File: config.mk
export PLATFORM = sky130hd
export DESIGN_NAME = decodeExecuteTop
export DESIGN_NICKNAME = d
export VERILOG_FILES = /design/src/corePkg.sv /design/src/decodeExecuteTop.sv /design/src/executeStage.sv /design/src/idExRegister.sv /design/src/regFile.sv /design/src/instrDecoder.sv
export VERILOG_INCLUDE_DIRS = /design/src
export SDC_FILE = /design/constraint.sdc
export NUM_CORES = 2
export LEC_CHECK = 0
export ABC_AREA = 1
export BUFFER_PORTS_ARGS = -buffer_cell sky130_fd_sc_hd__buf_2
export CAP_MARGIN = 20
export CORE_MARGIN = 2
export CORE_UTILIZATION = 40
export CTS_CLUSTER_SIZE = 24
export DETAILED_ROUTE_END_ITERATION = 10
export PLACE_DENSITY = 0.58
export SKIP_CTS_REPAIR_TIMING = 1
export SYNTH_ARGS = -nofsm -noshare
export SYNTH_HDL_FRONTEND = slang
export SYNTH_SLANG_ARGS = --single-unit
File: constraint.sdc
create_clock -name iClk -period 7.1 [get_ports iClk]
set_clock_uncertainty 0.2 [all_clocks]
set_input_delay 1.775 -clock iClk [delete_from_list [all_inputs] [get_ports iClk]]
set_output_delay 1.775 -clock iClk [all_outputs]
set_load 0.005 [all_outputs]
File: src/core_defines.svh
`ifndef CORE_DEFINES_SVH
`define CORE_DEFINES_SVH

// ********************
// datapath widths
// ********************

// width of a register and of every operand in the datapath.
`define DATA_WIDTH 32

// number of architectural registers, x0 included.
`define REG_COUNT 32

// width of a register index in the instruction word and in the bundles.
`define REG_ADDR_WIDTH 5

`endif
File: src/corePkg.sv
`include "core_defines.svh"

package corePkg;

    // ********************
    // instruction formats
    // ********************

    typedef struct packed {
        logic [6:0] funct7;
        logic [4:0] rs2;
        logic [4:0] rs1;
        logic [2:0] funct3;
        logic [4:0] rd;
        logic [6:0] opcode;
    } rFields;

    typedef struct packed {
        logic [11:0] imm;
        logic [4:0]  rs1;
        logic [2:0]  funct3;
        logic [4:0]  rd;
        logic [6:0]  opcode;
    } iFields;

    typedef struct packed {
        logic [6:0] immHi;
        logic [4:0] rs2;
        logic [4:0] rs1;
        logic [2:0] funct3;
        logic [4:0] immLo;
        logic [6:0] opcode;
    } sFields;

    typedef struct packed {
        logic       imm12;
        logic [5:0] imm10to5;
        logic [4:0] rs2;
        logic [4:0] rs1;
        logic [2:0] funct3;
        logic [3:0] imm4to1;
        logic       imm11;
        logic [6:0] opcode;
    } bFields;

    typedef struct packed {
        logic [19:0] imm31to12;
        logic [4:0]  rd;
        logic [6:0]  opcode;
    } uFields;

    typedef struct packed {
        logic       imm20;
        logic [9:0] imm10to1;
        logic       imm11;
        logic [7:0] imm19to12;
        logic [4:0] rd;
        logic [6:0] opcode;
    } jFields;

    // one instruction word, read through whichever view the opcode selects.
    typedef union packed {
        rFields rFormat;
        iFields iFormat;
        sFields sFormat;
        bFields bFormat;
        uFields uFormat;
        jFields jFormat;
    } instrWord;

    // ********************
    // control encodings
    // ********************

    typedef enum logic [2:0] {
        clsBubble = 3'd0,
        clsAluReg,
        clsAluImm,
        clsLui,
        clsAuipc,
        clsJal,
        clsJalr,
        clsBranch
    } instrClass;

    // the low three bits follow funct3, the top bit is funct7[5].
    typedef enum logic [3:0] {
        aluAdd  = 4'b0000,
        aluSll  = 4'b0001,
        aluSlt  = 4'b0010,
        aluSltu = 4'b0011,
        aluXor  = 4'b0100,
        aluSrl  = 4'b0101,
        aluOr   = 4'b0110,
        aluAnd  = 4'b0111,
        aluSub  = 4'b1000,
        aluSra  = 4'b1101
    } aluOp;

    // encoded as the branch funct3.
    typedef enum logic [2:0] {
        brEq  = 3'b000,
        brNe  = 3'b001,
        brLt  = 3'b100,
        brGe  = 3'b101,
        brLtu = 3'b110,
        brGeu = 3'b111
    } branchCond;

    // ********************
    // stage bundles
    // ********************

    typedef struct packed {
        logic                       valid;
        instrClass                  instrKind;
        aluOp                       aluCtrl;
        branchCond                  brCond;
        logic                       useImm;
        logic                       regWrite;
        logic [`REG_ADDR_WIDTH-1:0] rs1;
        logic [`REG_ADDR_WIDTH-1:0] rs2;
        logic [`REG_ADDR_WIDTH-1:0] rd;
        logic [`DATA_WIDTH-1:0]     rs1Data;
        logic [`DATA_WIDTH-1:0]     rs2Data;
        logic [`DATA_WIDTH-1:0]     imm;
        logic [`DATA_WIDTH-1:0]     pc;
    } decodeBundle;

    typedef struct packed {
        logic                       valid;
        logic [`REG_ADDR_WIDTH-1:0] rd;
        logic [`DATA_WIDTH-1:0]     data;
        logic [`DATA_WIDTH-1:0]     pc;
    } retireBundle;

endpackage

File: src/decodeExecuteTop.sv
`include "core_defines.svh"

module decodeExecuteTop (
    input  logic                   iClk,
    input  logic                   arstN,
    input  logic                   instrValid,
    input  corePkg::instrWord      instr,
    input  logic [`DATA_WIDTH-1:0] instrPc,
    output logic                   redirect,
    output logic [`DATA_WIDTH-1:0] redirectPc,
    output corePkg::retireBundle   retire
);
    import corePkg::*;

    decodeBundle            decoded;
    decodeBundle            executeIn;
    logic [`DATA_WIDTH-1:0] rs1Data;
    logic [`DATA_WIDTH-1:0] rs2Data;

    // ********************
    // decode
    // ********************

    instrDecoder uDecoder (
        .instr   (instr),
        .instrPc (instrPc),
        .rs1Data (rs1Data),
        .rs2Data (rs2Data),
        .decoded (decoded)
    );

    // read addresses come straight from the instruction word, so the reads
    // run in parallel with the decoder.
    regFile uRegFile (
        .iClk      (iClk),
        .arstN     (arstN),
        .rs1       (instr.rFormat.rs1),
        .rs2       (instr.rFormat.rs2),
        .rs1Data   (rs1Data),
        .rs2Data   (rs2Data),
        .writeBack (retire)
    );

    // ********************
    // execute
    // ********************

    idExRegister uIdEx (
        .iClk       (iClk),
        .arstN      (arstN),
        .flush      (redirect),
        .instrValid (instrValid),
        .decoded    (decoded),
        .executeIn  (executeIn)
    );

    executeStage uExecute (
        .iClk       (iClk),
        .arstN      (arstN),
        .executeIn  (executeIn),
        .flush      (redirect),
        .redirectPc (redirectPc),
        .retire     (retire)
    );

endmodule

File: src/executeStage.sv
`include "core_defines.svh"

module executeStage (
    input  logic                   iClk,
    input  logic                   arstN,
    input  corePkg::decodeBundle   executeIn,
    output logic                   flush,
    output logic [`DATA_WIDTH-1:0] redirectPc,
    output corePkg::retireBundle   retire
);
    import corePkg::*;

    localparam int ShiftWidth = $clog2(`DATA_WIDTH);

    logic [`DATA_WIDTH-1:0] opA;
    logic [`DATA_WIDTH-1:0] opB;
    logic [`DATA_WIDTH-1:0] aluB;
    logic [ShiftWidth-1:0]  shamt;
    logic [`DATA_WIDTH-1:0] aluResult;
    logic [`DATA_WIDTH-1:0] pcRelTarget;
    logic [`DATA_WIDTH-1:0] linkPc;
    logic [`DATA_WIDTH-1:0] result;
    logic                   condMet;

    // ********************
    // forwarding
    // ********************

    // a valid retire never carries rd zero, so x0 reads are left alone.
    assign opA = (retire.valid && retire.rd == executeIn.rs1) ? retire.data : executeIn.rs1Data;
    assign opB = (retire.valid && retire.rd == executeIn.rs2) ? retire.data : executeIn.rs2Data;

    // ********************
    // ALU and compare
    // ********************

    assign aluB  = executeIn.useImm ? executeIn.imm : opB;
    assign shamt = aluB[ShiftWidth-1:0];

    always_comb begin
        case (executeIn.aluCtrl)
            aluAdd:  aluResult = opA + aluB;
            aluSub:  aluResult = opA - aluB;
            aluSll:  aluResult = opA << shamt;
            aluSlt:  aluResult = {{(`DATA_WIDTH-1){1'b0}}, $signed(opA) < $signed(aluB)};
            aluSltu: aluResult = {{(`DATA_WIDTH-1){1'b0}}, opA < aluB};
            aluXor:  aluResult = opA ^ aluB;
            aluSrl:  aluResult = opA >> shamt;
            aluSra:  aluResult = $signed(opA) >>> shamt;
            aluOr:   aluResult = opA | aluB;
            aluAnd:  aluResult = opA & aluB;
            default: aluResult = opA + aluB;
        endcase
    end

    always_comb begin
        case (executeIn.brCond)
            brEq:    condMet = (opA == opB);
            brNe:    condMet = (opA != opB);
            brLt:    condMet = ($signed(opA) < $signed(opB));
            brGe:    condMet = ($signed(opA) >= $signed(opB));
            brLtu:   condMet = (opA < opB);
            brGeu:   condMet = (opA >= opB);
            default: condMet = 1'b0;
        endcase
    end

    // ********************
    // result and redirect
    // ********************

    assign pcRelTarget = executeIn.pc + executeIn.imm;
    assign linkPc      = executeIn.pc + `DATA_WIDTH'(4);

    always_comb begin
        result     = aluResult;
        flush      = 1'b0;
        redirectPc = pcRelTarget;
        case (executeIn.instrKind)
            clsLui:    result = executeIn.imm;
            clsAuipc:  result = pcRelTarget;
            clsJal: begin
                result = linkPc;
                flush  = 1'b1;
            end
            clsJalr: begin
                result     = linkPc;
                flush      = 1'b1;
                redirectPc = (opA + executeIn.imm) & ~`DATA_WIDTH'(1);
            end
            clsBranch: flush = condMet;
            default: begin
            end
        endcase
    end

    always_ff @(posedge iClk or negedge arstN) begin
        if (!arstN) begin
            retire <= '0;
        end else begin
            retire.valid <= executeIn.valid && executeIn.regWrite;
            retire.rd    <= executeIn.rd;
            retire.data  <= result;
            retire.pc    <= executeIn.pc;
        end
    end

endmodule

File: src/idExRegister.sv
module idExRegister (
    input  logic                 iClk,
    input  logic                 arstN,
    input  logic                 flush,
    input  logic                 instrValid,
    input  corePkg::decodeBundle decoded,
    output corePkg::decodeBundle executeIn
);
    import corePkg::*;

    // ********************
    // bubble
    // ********************

    localparam decodeBundle bubble = '{
        valid:     1'b0,
        instrKind: clsBubble,
        aluCtrl:   aluAdd,
        brCond:    brEq,
        useImm:    1'b0,
        regWrite:  1'b0,
        rs1:       '0,
        rs2:       '0,
        rd:        '0,
        rs1Data:   '0,
        rs2Data:   '0,
        imm:       '0,
        pc:        '0
    };

    // a flushed, absent or undecodable instruction enters execute as a bubble.
    always_ff @(posedge iClk or negedge arstN) begin
        if (!arstN) begin
            executeIn <= bubble;
        end else if (flush || !instrValid || !decoded.valid) begin
            executeIn <= bubble;
        end else begin
            executeIn <= decoded;
        end
    end

endmodule

File: src/regFile.sv
`include "core_defines.svh"

module regFile (
    input  logic                       iClk,
    input  logic                       arstN,
    input  logic [`REG_ADDR_WIDTH-1:0] rs1,
    input  logic [`REG_ADDR_WIDTH-1:0] rs2,
    output logic [`DATA_WIDTH-1:0]     rs1Data,
    output logic [`DATA_WIDTH-1:0]     rs2Data,
    input  corePkg::retireBundle       writeBack
);

    logic [`DATA_WIDTH-1:0] regs [`REG_COUNT];

    // entry zero is cleared by reset and never written afterwards.
    always_ff @(posedge iClk or negedge arstN) begin
        if (!arstN) begin
            for (int i = 0; i < `REG_COUNT; i++) begin
                regs[i] <= '0;
            end
        end else if (writeBack.valid && writeBack.rd != '0) begin
            regs[writeBack.rd] <= writeBack.data;
        end
    end

    // a read of the register being written this cycle returns the new value.
    assign rs1Data = (rs1 == '0) ? '0 :
                     (writeBack.valid && writeBack.rd == rs1) ? writeBack.data :
                     regs[rs1];

    assign rs2Data = (rs2 == '0) ? '0 :
                     (writeBack.valid && writeBack.rd == rs2) ? writeBack.data :
                     regs[rs2];

endmodule

File: src/instrDecoder.sv
`include "core_defines.svh"

module instrDecoder (
    input  corePkg::instrWord      instr,
    input  logic [`DATA_WIDTH-1:0] instrPc,
    input  logic [`DATA_WIDTH-1:0] rs1Data,
    input  logic [`DATA_WIDTH-1:0] rs2Data,
    output corePkg::decodeBundle   decoded
);
    import corePkg::*;

    localparam logic [6:0] opReg    = 7'b0110011;
    localparam logic [6:0] opImm    = 7'b0010011;
    localparam logic [6:0] opLui    = 7'b0110111;
    localparam logic [6:0] opAuipc  = 7'b0010111;
    localparam logic [6:0] opJal    = 7'b1101111;
    localparam logic [6:0] opJalr   = 7'b1100111;
    localparam logic [6:0] opBranch = 7'b1100011;

    logic [`DATA_WIDTH-1:0] immI;
    logic [`DATA_WIDTH-1:0] immB;
    logic [`DATA_WIDTH-1:0] immU;
    logic [`DATA_WIDTH-1:0] immJ;
    logic                   rLegal;
    logic                   immLegal;
    logic                   arithShift;

    // ********************
    // immediates
    // ********************

    assign immI = {{(`DATA_WIDTH-12){instr.iFormat.imm[11]}}, instr.iFormat.imm};
    assign immB = {{(`DATA_WIDTH-13){instr.bFormat.imm12}}, instr.bFormat.imm12,
                   instr.bFormat.imm11, instr.bFormat.imm10to5, instr.bFormat.imm4to1, 1'b0};
    assign immU = {instr.uFormat.imm31to12, 12'b0};
    assign immJ = {{(`DATA_WIDTH-21){instr.jFormat.imm20}}, instr.jFormat.imm20,
                   instr.jFormat.imm19to12, instr.jFormat.imm11, instr.jFormat.imm10to1, 1'b0};

    // funct7 only separates sub from add and sra from srl.
    assign rLegal = (instr.rFormat.funct7 == 7'b0000000) ||
                    (instr.rFormat.funct7 == 7'b0100000 &&
                     (instr.rFormat.funct3 == 3'b000 || instr.rFormat.funct3 == 3'b101));

    assign arithShift = (instr.iFormat.funct3 == 3'b101) && instr.iFormat.imm[10];

    // shift immediates carry a funct7 in imm[11:5].
    always_comb begin
        case (instr.iFormat.funct3)
            3'b001:  immLegal = (instr.iFormat.imm[11:5] == 7'b0000000);
            3'b101:  immLegal = ({instr.iFormat.imm[11], instr.iFormat.imm[9:5]} == 6'b0);
            default: immLegal = 1'b1;
        endcase
    end

    // ********************
    // control decode
    // ********************

    always_comb begin
        decoded           = '0;
        decoded.instrKind = clsBubble;
        decoded.aluCtrl   = aluAdd;
        decoded.brCond    = brEq;
        decoded.pc        = instrPc;
        case (instr.rFormat.opcode)
            opReg: begin
                if (rLegal) begin
                    decoded.instrKind = clsAluReg;
                    decoded.aluCtrl   = aluOp'({instr.rFormat.funct7[5], instr.rFormat.funct3});
                    decoded.rs1       = instr.rFormat.rs1;
                    decoded.rs2       = instr.rFormat.rs2;
                    decoded.rd        = instr.rFormat.rd;
                    decoded.rs1Data   = rs1Data;
                    decoded.rs2Data   = rs2Data;
                    decoded.regWrite  = 1'b1;
                end
            end
            opImm: begin
                if (immLegal) begin
                    decoded.instrKind = clsAluImm;
                    decoded.aluCtrl   = aluOp'({arithShift, instr.iFormat.funct3});
                    decoded.rs1       = instr.iFormat.rs1;
                    decoded.rd        = instr.iFormat.rd;
                    decoded.rs1Data   = rs1Data;
                    decoded.imm       = immI;
                    decoded.useImm    = 1'b1;
                    decoded.regWrite  = 1'b1;
                end
            end
            opLui, opAuipc: begin
                decoded.instrKind = (instr.uFormat.opcode == opLui) ? clsLui : clsAuipc;
                decoded.rd        = instr.uFormat.rd;
                decoded.imm       = immU;
                decoded.useImm    = 1'b1;
                decoded.regWrite  = 1'b1;
            end
            opJal: begin
                decoded.instrKind = clsJal;
                decoded.rd        = instr.jFormat.rd;
                decoded.imm       = immJ;
                decoded.regWrite  = 1'b1;
            end
            opJalr: begin
                if (instr.iFormat.funct3 == 3'b000) begin
                    decoded.instrKind = clsJalr;
                    decoded.rs1       = instr.iFormat.rs1;
                    decoded.rd        = instr.iFormat.rd;
                    decoded.rs1Data   = rs1Data;
                    decoded.imm       = immI;
                    decoded.regWrite  = 1'b1;
                end
            end
            opBranch: begin
                // funct3 values 010 and 011 are reserved for branches.
                if (instr.bFormat.funct3[2:1] != 2'b01) begin
                    decoded.instrKind = clsBranch;
                    decoded.brCond    = branchCond'(instr.bFormat.funct3);
                    decoded.rs1       = instr.bFormat.rs1;
                    decoded.rs2       = instr.bFormat.rs2;
                    decoded.rs1Data   = rs1Data;
                    decoded.rs2Data   = rs2Data;
                    decoded.imm       = immB;
                end
            end
            default: begin
            end
        endcase
        // x0 is never written, so rd need not be checked further down the pipe.
        if (decoded.rd == '0) begin
            decoded.regWrite = 1'b0;
        end
        decoded.valid = (decoded.instrKind != clsBubble);
    end

endmodule

==> qor.yml <==
hold_path_depth: 0
p_leak_nw: 38.1
clk_pin_slew_ns: 0.06
layout_commonest_cell: "nand2_1"
powerDensity_mw_per_mm2: 188
ys_seq_elements: 1250
setup_violations: 0
die_h_um: 448
period_share: 0.972
yosysSeqAreaShare: 0.396
max_stage_delay_ns: 0.46
crit_arrival_ns: 4.93
max_cap_violations: 0
dr_wl_met3_um: 43600
critPathMaxFanout: 10
synth_cell_types: 69
cts_root_buffer: "clkbuf_16"
ant_nets: 0
syn_to_final_growth_pct: 10.8
synth_nets: 11400
grt_pass1_wl_um: 580000
place.gp.congestion: 1.07
synth_flop_cell: "dfrtp_1"
post_drt_wl_per_cell_um: 30.3
cts_buffers: 149
r2r_cells: 23
firstDrtPassIters: 11
core_area_mm2: 0.197
syn-instance-count: 11100
wl_met2_um: 174000
dpl_cell_area_mm2: 0.0823
failed_checks: "DRC"
vias_per_cell: 6.21
multiInputGateArea_mm2: 0.0407
required_ns: 5.12
die_w_um: 448
max_slew.worst_pin.slew_ns: 1.22
synth-edff-count: 0
setup_tns_ns: 0
drc: 2
ir_drop_uv: 258
dpl.hpwl_um: 274000
mostFrequentLayoutCells: "nand2_1, o21ai_0, dfrtp_1"
async_reset_ff_frac: 1.00
min_period_ns: 6.90
cp.buffers_inverters: 5
status: "complete, but fails checks"
crit_family: "compound AO/OA/AOI/OAI gates"
maxSlewViolCount: 0
crit_cells: 24
grt_start_max_net_pins: 170
holdWs_ns: 0.155
maxSlewHeadroom: 0.185
initial_core_util: 0.401
ys_warn_count: 0
max_freq_mhz: 145
routed_wl_um: 412000
met1_length_um: 170000
vias: 84300
path_cells: "inv_2 > o21ai_1 > nor2_4 > nand3_4 > buf_4 > nand2_1 > o21a_2 > clkinvlp_4 > ha_4 > nand3_1 > nand3_1 > a21oi_2 > o21ai_1 > nand2_1 > nand2_1 > inv_1 > o21ai_4 > a21oi_2 > o21ai_2 > nand2_1 > nand2_1 > nor2_1 > o21ai_1 > buf_2"
regArea_mm2: 0.0313
highest_layer: "met5"
clock_latency_ns: 0.86
cp-start-kind: "register"
rows: 163
nets: 11100
fillers: 20200
htreeDepth: 4
grt.overflow.total: 0
criticalPathCategory: "reg -> out"
clock_sinks: 1250
die_area_mm2: 0.201
cts_tree: "built"
hold_violations: 0
drt_iter0_markers: 12600
antenna_found_initial: 25
syn_avg_cell_area_um2: 7.10
min_path_type: "reg -> reg"
slowest_stage: "dfrtp_2"
drive_gt1_frac: 0.0795
io_pins: 170
stdcell_area_mm2: 0.0875
synth_area_mm2: 0.0789
io_buffers: 169
crit_top_cell: "nand2_1"
grt_pass1_vias: 77100
grt_use_total: 0.402
endpoint_kind: "output pin"
clk_path_buf_depth: 3
sequential cells by signal, indices dropped and copies added, names as in the netlist:
signal,cells
uIdEx.executeIn,156
uRegFile.regs,1024
uExecute.retire,70
final cells by class:
type,instances,area share
antenna,8,0.000229
inverter,1018,0.0442
clock inverter,38,0.00597
sequential,1250,0.358
timing repair buffer,437,0.0382
tap,2640,0.0378
multi-input combinational,7960,0.465
clock buffer,229,0.0510
logic make-up after synthesis:
group                      count (synthesis)  share of synthesized area
muxes                                      1                   0.000127
adders and majority gates                195                     0.0313
DFF                                     1250                      0.396
xor gates and xnor gates                  59                    0.00655
AOI/OAI and AO/OA                       3819                      0.266
and+or+nand+nor                         3886                      0.206
buffers and inverters                   1915                     0.0941
worst register-to-register path: stages (launching register included):
cell and delay, ns:
dfrtp_2 0.46, inv_2 0.16, o21ai_1 0.11, nor2_4 0.13, nand3_4 0.18, buf_4 0.23, nand2_1 0.06, o21a_2 0.22
clkinvlp_4 0.24, buf_4 0.20, buf_4 0.12, ha_1 0.45, nand3_1 0.12, nand3_1 0.15, a21oi_1 0.09, buf_4 0.16
o21ai_0 0.77, nand4_1 0.17, o211ai_1 0.30, xor2_1 0.19, nand2_1 0.06, nand2_1 0.09, nor2_1 0.06, nor2_1 0.76
synthesized netlist by cell type (31+ instances only):
library cell | instances | area, um2
a21oi_1 | 1081 | 5410
buf_1 | 55 | 206
buf_2 | 49 | 245
clkbuf_1 | 758 | 2850
dfrtp_1 | 1250 | 31300
ha_1 | 191 | 2390
inv_1 | 984 | 3690
nand2_1 | 2096 | 7870
nand3_1 | 812 | 4060
nand4_1 | 68 | 425
nor2_1 | 743 | 2790
nor3_1 | 63 | 315
o2111ai_1 | 80 | 701
o211ai_1 | 301 | 2260
o21ai_0 | 2054 | 10300
o21ai_1 | 42 | 210
o221ai_1 | 33 | 289
o22ai_1 | 31 | 194
o311ai_0 | 34 | 298
xor2_1 | 39 | 342
path summary, 6_finish.rpt:
path	end	from	slack, ns
worst max-delay path	redirectPc[22]	uExecute.retire[66]	0.20
worst max register to register	uExecute.retire[55]	uExecute.retire[66]	1.23
max in group asynchronous	uExecute.retire[43]	arstN	4.18
min in group asynchronous	uRegFile.regs[636]	arstN	0.65
worst min-delay path	uExecute.retire[68]	uIdEx.executeIn[132]	0.16
worst min register to register	uExecute.retire[68]	uIdEx.executeIn[132]	0.16
routing by layer:
layer  vias up  GRT usage
met4        16      0.207
met3      1054     0.0842
li1      37000          -
met2      5348      0.586
met1     40900      0.559
met5         -          0
report_power, final:
part	internal, mW	total (mW)	switching [mW]
registers	7.13	7.14	0.00909
logic	0.335	1.39	1.05
clock network	4.48	7.91	3.43
total	11.9	16.4	4.49
metrics by stage:
stage / instances / utilization / power (mW) / setup WS, ns
CTS: 13600 / 0.443 / 16.5 / -0.441
global placement: 13300 / 0.418 / 8.61 / 0.532
detailed placement: 13300 / 0.418 / 8.62 / 0.488
global route: 13600 / 0.444 / 16.9 / -0.00187
finish: 13600 / 0.444 / 16.4 / 0.197
floorplan: 11100 / - / 7.97 / 1.47
(Power assumes the default switching activity.)
